### src/common/s2mm_pkg.sv
`default_nettype none

package s2mm_pkg;

	// stream geometry
	localparam int data_w    = 32;
	localparam int keep_w    = data_w / 8;  // one keep bit per byte
	localparam int buf_depth = 512;         // beats per bank

	localparam int buf_aw = $clog2(buf_depth);
	// a full bank holds buf_depth * keep_w bytes, which needs one extra bit
	localparam int cnt_w  = $clog2(buf_depth * keep_w) + 1;

	// command fields
	localparam int addr_w = 32;
	localparam int btt_w  = 24;

	typedef logic [data_w-1:0] data_t;
	typedef logic [keep_w-1:0] keep_t;
	typedef logic [buf_aw-1:0] buf_addr_t;
	typedef logic [cnt_w-1:0]  byte_cnt_t;
	typedef logic [addr_w-1:0] dma_addr_t;
	typedef logic [btt_w-1:0]  btt_t;

	// command generator
	typedef enum logic [1:0] {
		cmd_idle,          // waiting for a start address
		cmd_wait_bank,     // waiting for the next bank report
		cmd_post,          // write command offered downstream
		cmd_wait_release   // ack high, waiting for req to drop
	} cmd_state_e;

endpackage

`default_nettype wire

### src/wdata_stat/wdata_cmd_gen.sv
`timescale 1ns/1ps
`default_nettype none

module wdata_cmd_gen (
	input  wire                        s2mm_axis_aclk,
	input  wire                        s2mm_axis_aresetn,

	// start-address commands
	input  wire s2mm_pkg::dma_addr_t   s_cmd_addr,
	input  wire                        s_cmd_fixed,
	input  wire                        s_cmd_valid,
	output logic                       s_cmd_ready,

	// bank reports from the buffer
	input  wire [1:0]                  bank_req,
	input  wire s2mm_pkg::byte_cnt_t   bank_bytes_0,
	input  wire s2mm_pkg::byte_cnt_t   bank_bytes_1,
	input  wire [1:0]                  bank_last,
	output logic [1:0]                 bank_ack,

	// write commands
	output s2mm_pkg::dma_addr_t        m_cmd_addr,
	output s2mm_pkg::btt_t             m_cmd_btt,
	output logic                       m_cmd_fixed,
	output logic                       m_cmd_valid,
	input  wire                        m_cmd_ready
);
	import s2mm_pkg::*;

	cmd_state_e state;
	logic bank_ptr;    // bank expected next
	logic last_chunk;  // current command ends the packet
	logic req_hit;
	logic req_gone;
	byte_cnt_t sel_bytes;

	assign sel_bytes = bank_ptr ? bank_bytes_1 : bank_bytes_0;
	assign req_hit   = (state == cmd_wait_bank) && bank_req[bank_ptr];
	assign req_gone  = (state == cmd_wait_release) && !bank_req[bank_ptr];

	assign s_cmd_ready = state == cmd_idle;
	assign m_cmd_valid = state == cmd_post;

	always_ff @(posedge s2mm_axis_aclk or negedge s2mm_axis_aresetn)
	begin
		if (!s2mm_axis_aresetn)
		begin
			state    <= cmd_idle;
			bank_ptr <= 1'b0;
			bank_ack <= 2'b00;
		end
		else
		begin
			case (state)
				cmd_idle:
					if (s_cmd_valid)
						state <= cmd_wait_bank;
				cmd_wait_bank:
					if (req_hit)
						state <= cmd_post;
				cmd_post:
					if (m_cmd_ready)
					begin
						bank_ack[bank_ptr] <= 1'b1; // command is out so the bank is released
						state <= cmd_wait_release;
					end
				cmd_wait_release:
					if (req_gone)
					begin
						bank_ack[bank_ptr] <= 1'b0;
						bank_ptr <= ~bank_ptr;
						state    <= last_chunk ? cmd_idle : cmd_wait_bank;
					end
				default:
					state <= cmd_idle;
			endcase
		end
	end

	// command payload
	always_ff @(posedge s2mm_axis_aclk)
	begin
		if (s_cmd_valid && s_cmd_ready)
		begin
			m_cmd_addr  <= s_cmd_addr;
			m_cmd_fixed <= s_cmd_fixed;
		end
		else if (req_gone && !m_cmd_fixed)
			m_cmd_addr <= m_cmd_addr + dma_addr_t'(m_cmd_btt); // next chunk follows on

		if (req_hit)
		begin
			m_cmd_btt  <= btt_t'(sel_bytes);
			last_chunk <= bank_last[bank_ptr];
		end
	end

	// ack only answers a pending request from the buffer
	a_ack_after_req: assert property (
		@(posedge s2mm_axis_aclk) disable iff (!s2mm_axis_aresetn)
		(bank_ack & ~$past(bank_ack) & ~bank_req) == 2'b00
	) else $error("bank_ack rose without bank_req");

endmodule

`default_nettype wire

### config.mk
export PLATFORM = sky130hd
export DESIGN_NAME = wdata_cmd_gen
export DESIGN_NICKNAME = d
export VERILOG_FILES = /design/src/common/s2mm_pkg.sv /design/src/wdata_stat/wdata_cmd_gen.sv
export SDC_FILE = /design/constraint.sdc
export NUM_CORES = 1
export LEC_CHECK = 0
export BUFFER_PORTS_ARGS = -buffer_cell sky130_fd_sc_hd__clkbuf_2
export CORE_ASPECT_RATIO = 0.9
export CORE_UTILIZATION = 45
export DETAILED_ROUTE_END_ITERATION = 10
export PLACE_DENSITY = 0.77
export SYNTH_ARGS = -nofsm -noshare
export SYNTH_HDL_FRONTEND = slang
export SYNTH_SLANG_ARGS = --single-unit
### constraint.sdc
create_clock -name s2mm_axis_aclk -period 2.45 [get_ports s2mm_axis_aclk]
set_input_delay 0 -clock s2mm_axis_aclk [delete_from_list [all_inputs] [get_ports s2mm_axis_aclk]]
set_output_delay 0 -clock s2mm_axis_aclk [all_outputs]
set_load 0.1 [all_outputs]
==> impl_metrics.env, run 1 <==
export IMPL_h_tree_depth=2
export IMPL_reg2reg_to="m_cmd_addr[17]"
export IMPL_clock_latency_ns=0.31
export IMPL_finalWorstPathRequiredPeriod_ns=2.41
export IMPL_n_antenna_cell=0
export IMPL_cts_sinks=51
export IMPL_fin_ws_ns=0.0420
export IMPL_status="finished, final reports clean"
export IMPL_core_area_um2=7040
export IMPL_synth_area_um2=3270
export IMPL_finalHoldViolations=0
export IMPL_grt_max_degree=33
export IMPL_grt_overflow_total=0
export IMPL_drc=0
export IMPL_slew_violations=0
export IMPL_hold_end="m_cmd_btt[11]"
export IMPL_postPlaceCellArea_um2=3970
export IMPL_arrival_ns=2.56
export IMPL_grt_pass1_vias=2800
export IMPL_cp_required_ns=2.60
export IMPL_avgViaCountPerCell=5.28
export IMPL_final_area_um2=4500
export IMPL_synthCells=320
export IMPL_grtUsageTotal_pct=21.9
export IMPL_drt_iter0_markers=152
export IMPL_placementRows=29
export IMPL_hpwl_um=5930
export IMPL_finalSetupViolCount=0
export IMPL_dpl_worst_slack_ns=0.00585
export IMPL_ctsLongestPathBuffers=2
export IMPL_clock_skew_ns=0.00543
export IMPL_r2r_cells=8
export IMPL_stdcell_count=568
export IMPL_holdPathStages=2
export IMPL_worstSetupPathType="reg -> reg"
export IMPL_wl_per_cell_um=14.9
export IMPL_hold_path_class="in -> reg"
export IMPL_num_vias=2999
export IMPL_start_kind="flop"
export IMPL_port_buffers=113
export IMPL_avgSynthCellArea_um2=10.2
export IMPL_cts_reportedPaths_clkPinSlew_ns=0.09
export IMPL_relSlewSlack_pct=53.6
export IMPL_grt_pass1_wl_um=13300
export IMPL_maxCapViolations=0
export IMPL_final_common_cell="clkbuf_2"
export IMPL_numCtsBuffers=5
export IMPL_r2r_slack_ns=0.04
export IMPL_area_growth_pct=37.6
export IMPL_root_buffer="clkbuf_8"
export IMPL_die_x_um=91.9
export IMPL_ys_seq_area_share_pct=46.1
export IMPL_antenna_found_initial=0
export IMPL_start_util_pct=46.5
export IMPL_cts_tree="yes"
export IMPL_place_congestion=0.899
export IMPL_tightest_slew_ns=0.695
export IMPL_dpl_cell_count=523
export IMPL_wirelength_um=8440
export IMPL_whs_ns=0.00579
export IMPL_synth_ff_latch_count=51
export IMPL_min_delay_start="bank_bytes_1[11]"
export IMPL_max_freq_ghz=0.415
export IMPL_regToRegStartpoint="m_cmd_btt[1]"
export IMPL_ys_types=45
export IMPL_synth_warnings=0
export IMPL_nets=556
export IMPL_pin_count=126
export IMPL_fin_crit_sh_pct=98.3
export IMPL_dieHeight_um=82.9
export IMPL_endpoint_kind="flop"
export IMPL_final_cell_mix="clkbuf_2, edfxtp_1, nand2_1, dlygate4sd3_1, nor2_1"
export IMPL_dieArea_um2=7610
export IMPL_ant_nets=0
export IMPL_drive_gt1_share_pct=35.6
export IMPL_critical_path_peak_fanout=19
export IMPL_drt_first_pass_iters=4
[flip-flops by register name, summed over array words and instances (netlist names), named ones only]
register	cells
bank_ptr	1
m_cmd_fixed	1
state	2
last_chunk	1
m_cmd_addr	32
m_cmd_btt	12
[worst max-delay path: stages (launching register included)]
cell and delay (ns):
edfxtp_1 0.45, ha_1 0.31, a21o_1 0.14, and4_4 0.24, o21ai_4 0.07, a41o_1 0.26
buf_12 0.16, or4_1 0.42, a31oi_1 0.20
[routing by layer]
metal | up-vias | global-route usage, % | share of wire, %
li1 | 1478 | - | -
met2 | 108 | 38.6 | 50
met3 | 9 | 3.11 | 5.7
met1 | 1404 | 28.3 | 44
met5 | - | 0 | 0
met4 | 0 | 4.97 | 0.96
[timing repair]
item,in CTS,in global routing
resized for setup,0,10
pin swaps,1,4
setup buffers,0,4
hold endpoints to repair,28,0
gates cloned,0,0
setup endpoints to repair,2,17
hold buffers,33,0
[metrics by stage]
| step | TNS (ns) | utilization [%] |
|---|---|---|
| 2_1_floorplan | -6.96 | - |
| 3_3_place_gp | 0 | 56.5 |
| 3_5_place_dp | 0 | 56.5 |
| 4_1_cts | 0 | 62.6 |
| 5_1_grt | -0.134 | 63.9 |
| 6_report | 0 | 63.9 |
[cells by family (layout without fill, tap and decap cells)]
logic type               count (synthesis)  count (layout)  synth area share [%]
AND/OR/NAND/NOR                        103             103                  16.1
AO/OA/AOI/OAI                           84              84                  16.3
flip-flops                              51              51                  46.1
buffers and inverters                   34             178                  5.55
adder cells (fa/ha/maj)                 17              17                  6.73
XOR/XNOR                                15              15                  4.02
multiplexers                            15              15                  5.13
other                                    1              12                 0.115
[worst max path at each step]
stage	startpoint	endpoint	slack, ns	depth (start not counted)
CTS	m_cmd_btt[0]	m_cmd_addr[14]	0.003	8
global route	m_cmd_btt[1]	m_cmd_addr[17]	-0.04	8
finish	m_cmd_btt[1]	m_cmd_addr[17]	0.04	8
floorplan	m_cmd_btt[0]	m_cmd_addr[14]	-0.40	8
detailed placement	m_cmd_btt[0]	m_cmd_addr[14]	0.006	8
global placement	m_cmd_btt[0]	m_cmd_addr[14]	0.04	8
[final cells by class]
class	count	area, µm²
fillers	592	2540
multi-input cells	246	1730
flip-flops and latches	51	1510
repair buffers	160	1010
well taps	93	116
clock buffers	8	100
inverters	10	37.5
[cells in the mapped netlist (all sizes together)]
library cell | instances | area [µm²]
a41o | 1 | 10.0
buf | 15 | 110
fa | 1 | 20.0
a31oi | 15 | 93.8
a41oi | 1 | 8.76
inv | 10 | 37.5
mux2 | 14 | 158
xnor2 | 6 | 52.6
nand3 | 7 | 35.0
clkbuf | 9 | 33.8
or3 | 6 | 37.5
nand2 | 34 | 128
nor2 | 26 | 97.6
xor2 | 9 | 78.8
conb | 1 | 3.75
o311ai | 2 | 17.5
or2 | 1 | 6.26
o21a | 2 | 15.0
o31ai | 10 | 75.1
ha | 16 | 200
a21oi | 16 | 80.1
nand4 | 3 | 33.8
o21ai | 25 | 133
and4 | 3 | 28.8
dfrtp | 5 | 125
and2 | 4 | 25.0
o2111ai | 1 | 8.76
mux2i | 1 | 10.0
edfxtp | 46 | 1380
nor3 | 1 | 10.0
nand3b | 1 | 7.51
nand2b | 1 | 6.26
or4 | 9 | 67.6
a31o | 1 | 8.76
a21boi | 2 | 15.0
a221oi | 1 | 15.0
o211ai | 3 | 22.5
and3 | 4 | 25.0
nor2b | 3 | 18.8
a21o | 4 | 30.0
Power of run 1 is not shown: default switching activity piles up to over one toggle a cycle in this logic, so the estimate is an artifact.
==> run 2, diff against run 1 <==
--- a/config.mk
+++ b/config.mk
@@ -6,10 +6,11 @@
 export NUM_CORES = 1
 export LEC_CHECK = 0
 export BUFFER_PORTS_ARGS = -buffer_cell sky130_fd_sc_hd__clkbuf_2
+export CAP_MARGIN = 20
 export CORE_ASPECT_RATIO = 0.9
-export CORE_UTILIZATION = 45
+export CORE_UTILIZATION = 53
 export DETAILED_ROUTE_END_ITERATION = 10
-export PLACE_DENSITY = 0.77
+export PLACE_DENSITY = 0.86
 export SYNTH_ARGS = -nofsm -noshare
 export SYNTH_HDL_FRONTEND = slang
 export SYNTH_SLANG_ARGS = --single-unit
==> constraint.sdc (replaced) <==
create_clock -name s2mm_axis_aclk -period 3.05 [get_ports s2mm_axis_aclk]
set_input_delay 0 -clock s2mm_axis_aclk [delete_from_list [all_inputs] [get_ports s2mm_axis_aclk]]
set_output_delay 0 -clock s2mm_axis_aclk [all_outputs]
set_load 0.1 [all_outputs]
==> impl_metrics.env, run 2 (synthesis gave the netlist of run 1 again) <==
export IMPL_whs_ns=0.00366
export IMPL_postPlaceCellArea_um2=3860
export IMPL_fin_crit_sh_pct=88.3
export IMPL_wl_per_cell_um=16.3
export IMPL_grt_pass1_vias=2955
export IMPL_drt_first_pass_iters=8
export IMPL_hold_path_class="in -> reg"
export IMPL_tightest_slew_ns=0.720
export IMPL_nets=542
export IMPL_n_antenna_cell=0
export IMPL_finalHoldViolations=0
export IMPL_port_buffers=113
export IMPL_grt_max_degree=46
export IMPL_finalWorstPathRequiredPeriod_ns=2.69
export IMPL_maxCapViolations=0
export IMPL_cts_tree="yes"
export IMPL_holdPathStages=2
export IMPL_cp_cell_sequence="ha_1, fa_1, a21o_1, a221oi_2, nor3_2, o21ai_2, xor2_1, o21ai_0"
export IMPL_start_util_pct=56.2
export IMPL_numCtsBuffers=5
export IMPL_ctsResizeCount=0
export IMPL_core_area_um2=5820
export IMPL_area_growth_pct=30.1
export IMPL_drive_gt1_share_pct=31.7
export IMPL_root_buffer="clkbuf_8"
export IMPL_clock_skew_ns=0.0198
export IMPL_h_tree_depth=2
export IMPL_min_delay_start="bank_bytes_1[8]"
export IMPL_drt_iter0_markers=239
export IMPL_placementRows=26
export IMPL_reg2reg_to="m_cmd_addr[14]"
export IMPL_ant_nets=0
export IMPL_grt_overflow_total=0
export IMPL_crit_slowest_cell="edfxtp_1"
export IMPL_cp_required_ns=3.09
export IMPL_hold_end="m_cmd_btt[8]"
export IMPL_dieHeight_um=76.5
export IMPL_final_area_um2=4260
export IMPL_grt_pass1_wl_um=13900
export IMPL_slowest_delay_ns=0.42
export IMPL_hpwl_um=5970
export IMPL_grtUsageTotal_pct=26.7
export IMPL_tns_ns=0
export IMPL_dieArea_um2=6490
export IMPL_slew_violations=0
export IMPL_drc=8
export IMPL_max_freq_ghz=0.371
export IMPL_pin_count=126
export IMPL_die_x_um=84.8
export IMPL_r2r_slack_ns=0.36
export IMPL_fin_util_pct=73.1
export IMPL_cts_sinks=51
export IMPL_wirelength_um=8670
export IMPL_r2r_cells=8
export IMPL_final_cell_mix="clkbuf_2, edfxtp_1, nand2_1"
export IMPL_largest_register="m_cmd_addr"
export IMPL_violations="DRC"
export IMPL_post_cts_buffers=0
export IMPL_final_common_cell="clkbuf_2"
export IMPL_top_regs="m_cmd_addr (32), m_cmd_btt (12), state (2)"
export IMPL_antenna_found_initial=0
export IMPL_clock_latency_ns=0.32
export IMPL_ctsLongestPathBuffers=2
export IMPL_endpoint_kind="flop"
export IMPL_cts_hold_buf=28
export IMPL_worstSetupPathType="reg -> reg"
export IMPL_largest_register_ffs=32
export IMPL_cts_reportedPaths_clkPinSlew_ns=0.09
export IMPL_regToRegStartpoint="m_cmd_addr[0]"
export IMPL_critical_path_peak_fanout=9
export IMPL_finalSetupViolCount=0
export IMPL_avgViaCountPerCell=5.71
export IMPL_start_kind="flop"
export IMPL_rsz0062_at_grt="no"
export IMPL_relSlewSlack_pct=52.0
export IMPL_num_vias=3032
export IMPL_status="finished, violations left"
export IMPL_arrival_ns=2.73
export IMPL_place_congestion=0.920
==> run 2: cell types whose count changed in the layout (fill, tap and decap cells not counted), moves of 3 or more <==
cell	change
buf_4	-11
ha_1	+5
ha_2	-4
dlygate4sd3_1	-3
==> run 2: worst max-delay path by stage <==
stage | start | end | slack, ns | cells after the start
after floorplan | state[0] | m_cmd_addr[0] | 0.03 | 6
after global placement | m_cmd_addr[0] | m_cmd_addr[10] | 0.51 | 8
after detailed placement | m_cmd_addr[0] | m_cmd_addr[10] | 0.42 | 8
after CTS | m_cmd_addr[0] | m_cmd_addr[14] | 0.40 | 8
after global routing | m_cmd_addr[0] | m_cmd_addr[14] | 0.21 | 8
final | m_cmd_addr[0] | m_cmd_addr[14] | 0.36 | 8
==> run 2: stage by stage <==
stage          cells  setup WS (ns)
2_1_floorplan    331         0.0285
3_5_place_dp     493          0.423
6_report         531          0.358
3_3_place_gp     493          0.512
4_1_cts          529          0.396
5_1_grt          531          0.212
==> run 2: layout make-up <==
type                    count  area (µm²)
multi-input cells         246        1620
clock buffers               6        82.6
fillers                   415        1570
repair buffers            146         901
inverters                  10        37.5
clock inverters             2        16.3
flip-flops and latches     51        1510
well taps                  70        87.6
==> run 2: critical path, delay by kind of cell (launching register included) <==
| family | cells | cell delay (ns) |
|---|---|---|
| adder cells (fa/ha/maj) | 2 | 0.66 |
| AO/OA/AOI/OAI | 4 | 1.01 |
| XOR/XNOR | 1 | 0.17 |
| flip-flops | 1 | 0.42 |
| AND/OR/NAND/NOR | 1 | 0.16 |
==> run 2: metal layers <==
metal / track usage (%) / up-vias / share of wire [%]
li1: - / 1452 / -
met1: 33.5 / 1437 / 40
met2: 48.0 / 130 / 53
met3: 4.98 / 13 / 6.1
met4: 5.25 / 0 / 1.1
met5: 0 / - / 0
Power of run 2 is left out for the same reason.
==> run 3, diff against run 2 <==
--- a/config.mk
+++ b/config.mk
@@ -8,9 +8,9 @@
 export BUFFER_PORTS_ARGS = -buffer_cell sky130_fd_sc_hd__clkbuf_2
 export CAP_MARGIN = 20
 export CORE_ASPECT_RATIO = 0.9
-export CORE_UTILIZATION = 53
+export CORE_UTILIZATION = 45
 export DETAILED_ROUTE_END_ITERATION = 10
-export PLACE_DENSITY = 0.86
+export PLACE_DENSITY = 0.74
 export SYNTH_ARGS = -nofsm -noshare
 export SYNTH_HDL_FRONTEND = slang
 export SYNTH_SLANG_ARGS = --single-unit
==> constraint.sdc (replaced) <==
create_clock -name s2mm_axis_aclk -period 2.6 [get_ports s2mm_axis_aclk]
set_input_delay 0 -clock s2mm_axis_aclk [delete_from_list [all_inputs] [get_ports s2mm_axis_aclk]]
set_output_delay 0 -clock s2mm_axis_aclk [all_outputs]
set_load 0.1 [all_outputs]
==> impl_metrics.env, run 3 (synthesis gave the netlist of run 1 again) <==
export IMPL_root_buffer="clkbuf_8"
export IMPL_fill_cells=614
export IMPL_crit_slowest_cell="edfxtp_1"
export IMPL_finalWorstPathRequiredPeriod_ns=2.48
export IMPL_final_cell_mix="clkbuf_2, edfxtp_1, nand2_1"
export IMPL_relSlewSlack_pct=54.1
export IMPL_grtUsageTotal_pct=22.0
export IMPL_clock_latency_ns=0.30
export IMPL_grt_pass1_wl_um=13500
export IMPL_wl_per_cell_um=14.8
export IMPL_drt_iter0_markers=94
export IMPL_clock_skew_ns=0.0106
export IMPL_rsz0062_at_grt="no"
export IMPL_nets=541
export IMPL_cts_sinks=51
export IMPL_max_freq_ghz=0.403
export IMPL_placementRows=29
export IMPL_drive_gt1_share_pct=34.1
export IMPL_finalHoldViolations=0
export IMPL_critical_path_peak_fanout=9
export IMPL_cts_reportedPaths_clkPinSlew_ns=0.10
export IMPL_die_x_um=91.9
export IMPL_pin_count=126
export IMPL_cts_tree="yes"
export IMPL_top_regs="m_cmd_addr (32), m_cmd_btt (12), state (2)"
export IMPL_slowest_delay_ns=0.43
export IMPL_worstSetupPathType="reg -> reg"
export IMPL_cp_required_ns=2.64
export IMPL_numCtsBuffers=5
export IMPL_final_common_cell="clkbuf_2"
export IMPL_antenna_found_initial=0
export IMPL_dieHeight_um=82.9
export IMPL_cp_cell_sequence="ha_2, fa_2, a21o_1, a221oi_4, nor3_2, o21ai_4, xor2_1, o21ai_1"
export IMPL_grt_max_degree=22
export IMPL_cp_top_family="compound AO/OA/AOI/OAI gates"
export IMPL_post_cts_buffers=0
export IMPL_place_congestion=0.812
export IMPL_core_area_um2=7040
export IMPL_fin_crit_sh_pct=95.4
export IMPL_tightest_slew_ns=0.688
export IMPL_endpoint_kind="flop"
export IMPL_arrival_ns=2.52
export IMPL_ctsLongestPathBuffers=2
export IMPL_tns_ns=0
export IMPL_slew_violations=0
export IMPL_n_antenna_cell=0
export IMPL_area_growth_pct=33.4
export IMPL_port_buffers=113
export IMPL_crit_buf_inv=0
export IMPL_finalSetupViolCount=0
export IMPL_largest_register="m_cmd_addr"
export IMPL_avgViaCountPerCell=5.37
export IMPL_grt_overflow_total=0
export IMPL_whs_ns=0.00312
export IMPL_dieArea_um2=7610
export IMPL_maxCapViolations=0
export IMPL_drt_first_pass_iters=4
export IMPL_wirelength_um=8180
export IMPL_start_kind="flop"
export IMPL_drc=0
export IMPL_start_util_pct=46.5
export IMPL_h_tree_depth=2
export IMPL_largest_register_ffs=32
export IMPL_status="finished, final reports clean"
export IMPL_hpwl_um=5980
export IMPL_ant_nets=0
export IMPL_num_vias=2969
export IMPL_grt_pass1_vias=2906
export IMPL_hold_path_class="in -> reg"
-- run 3: cell count changes in the layout (fill, tap and decap cells not counted), sizes merged --
cell	before	now
buf	3	7
bufinv	0	2
clkinv	1	0
clkinvlp	1	0
dlygate4sd3	30	25
-- run 3: layer usage --
layer | vias up | wire length [µm] | global-route usage, %
met4 | 0 | 139 | 6.68
li1 | 1452 | - | -
met5 | - | 0 | 0
met1 | 1401 | 3560 | 28.6
met3 | 16 | 449 | 4.58
met2 | 100 | 4030 | 37.0
-- run 3: cell type report --
cell class	instances	area [µm²]	area share [%]
sequential	51	1510	34.5
multi-input combinational	246	1690	38.7
inverter	10	37.5	0.860
clock buffer	6	72.6	1.66
tap	93	116	2.67
timing repair buffer	145	881	20.2
clock inverter	2	60.1	1.38
-- run 3: through the flow --
step | cell area, µm² | instances | setup WS (ns) | util (%)
4_1_cts | 4330 | 553 | 0.0479 | 61.6
5_1_grt | 4360 | 553 | 0.0158 | 62.0
6_report | 4360 | 553 | 0.119 | 62.0
3_5_place_dp | 3950 | 520 | 0.0783 | 56.1
3_3_place_gp | 3950 | 520 | 0.157 | 56.1
2_1_floorplan | 3360 | 331 | -0.247 | -
-- run 3: timing repair --
item                                   4_1_cts  5_1_grt
endpoints found under the hold margin       23        0
hold buffers                                25        0
setup endpoints to repair                    0       15
resized for setup                            0        4
-- run 3: path summary, 6_finish.rpt --
path                              startpoint                    endpoint  slack, ns  cells after the start
min in group asynchronous  s2mm_axis_aresetn  asynchronous set/reset pin       0.03                      2
hold / removal                s_cmd_addr[28]              m_cmd_addr[28]      0.003                      3
hold reg to reg                         flop                        flop       0.55                      2
setup reg to reg               m_cmd_addr[0]              m_cmd_addr[14]       0.12                      8
max in group asynchronous  s2mm_axis_aresetn                    state[0]       2.42                      2
setup / recovery               m_cmd_addr[0]              m_cmd_addr[14]       0.12                      8
-- run 3: tightest hold or removal path, cell delays in order --
cell	delay, ns
clkbuf_2	0.08
nand2_1	0.06
o21ai_0	0.07
Power of run 3 is left out for the same reason.
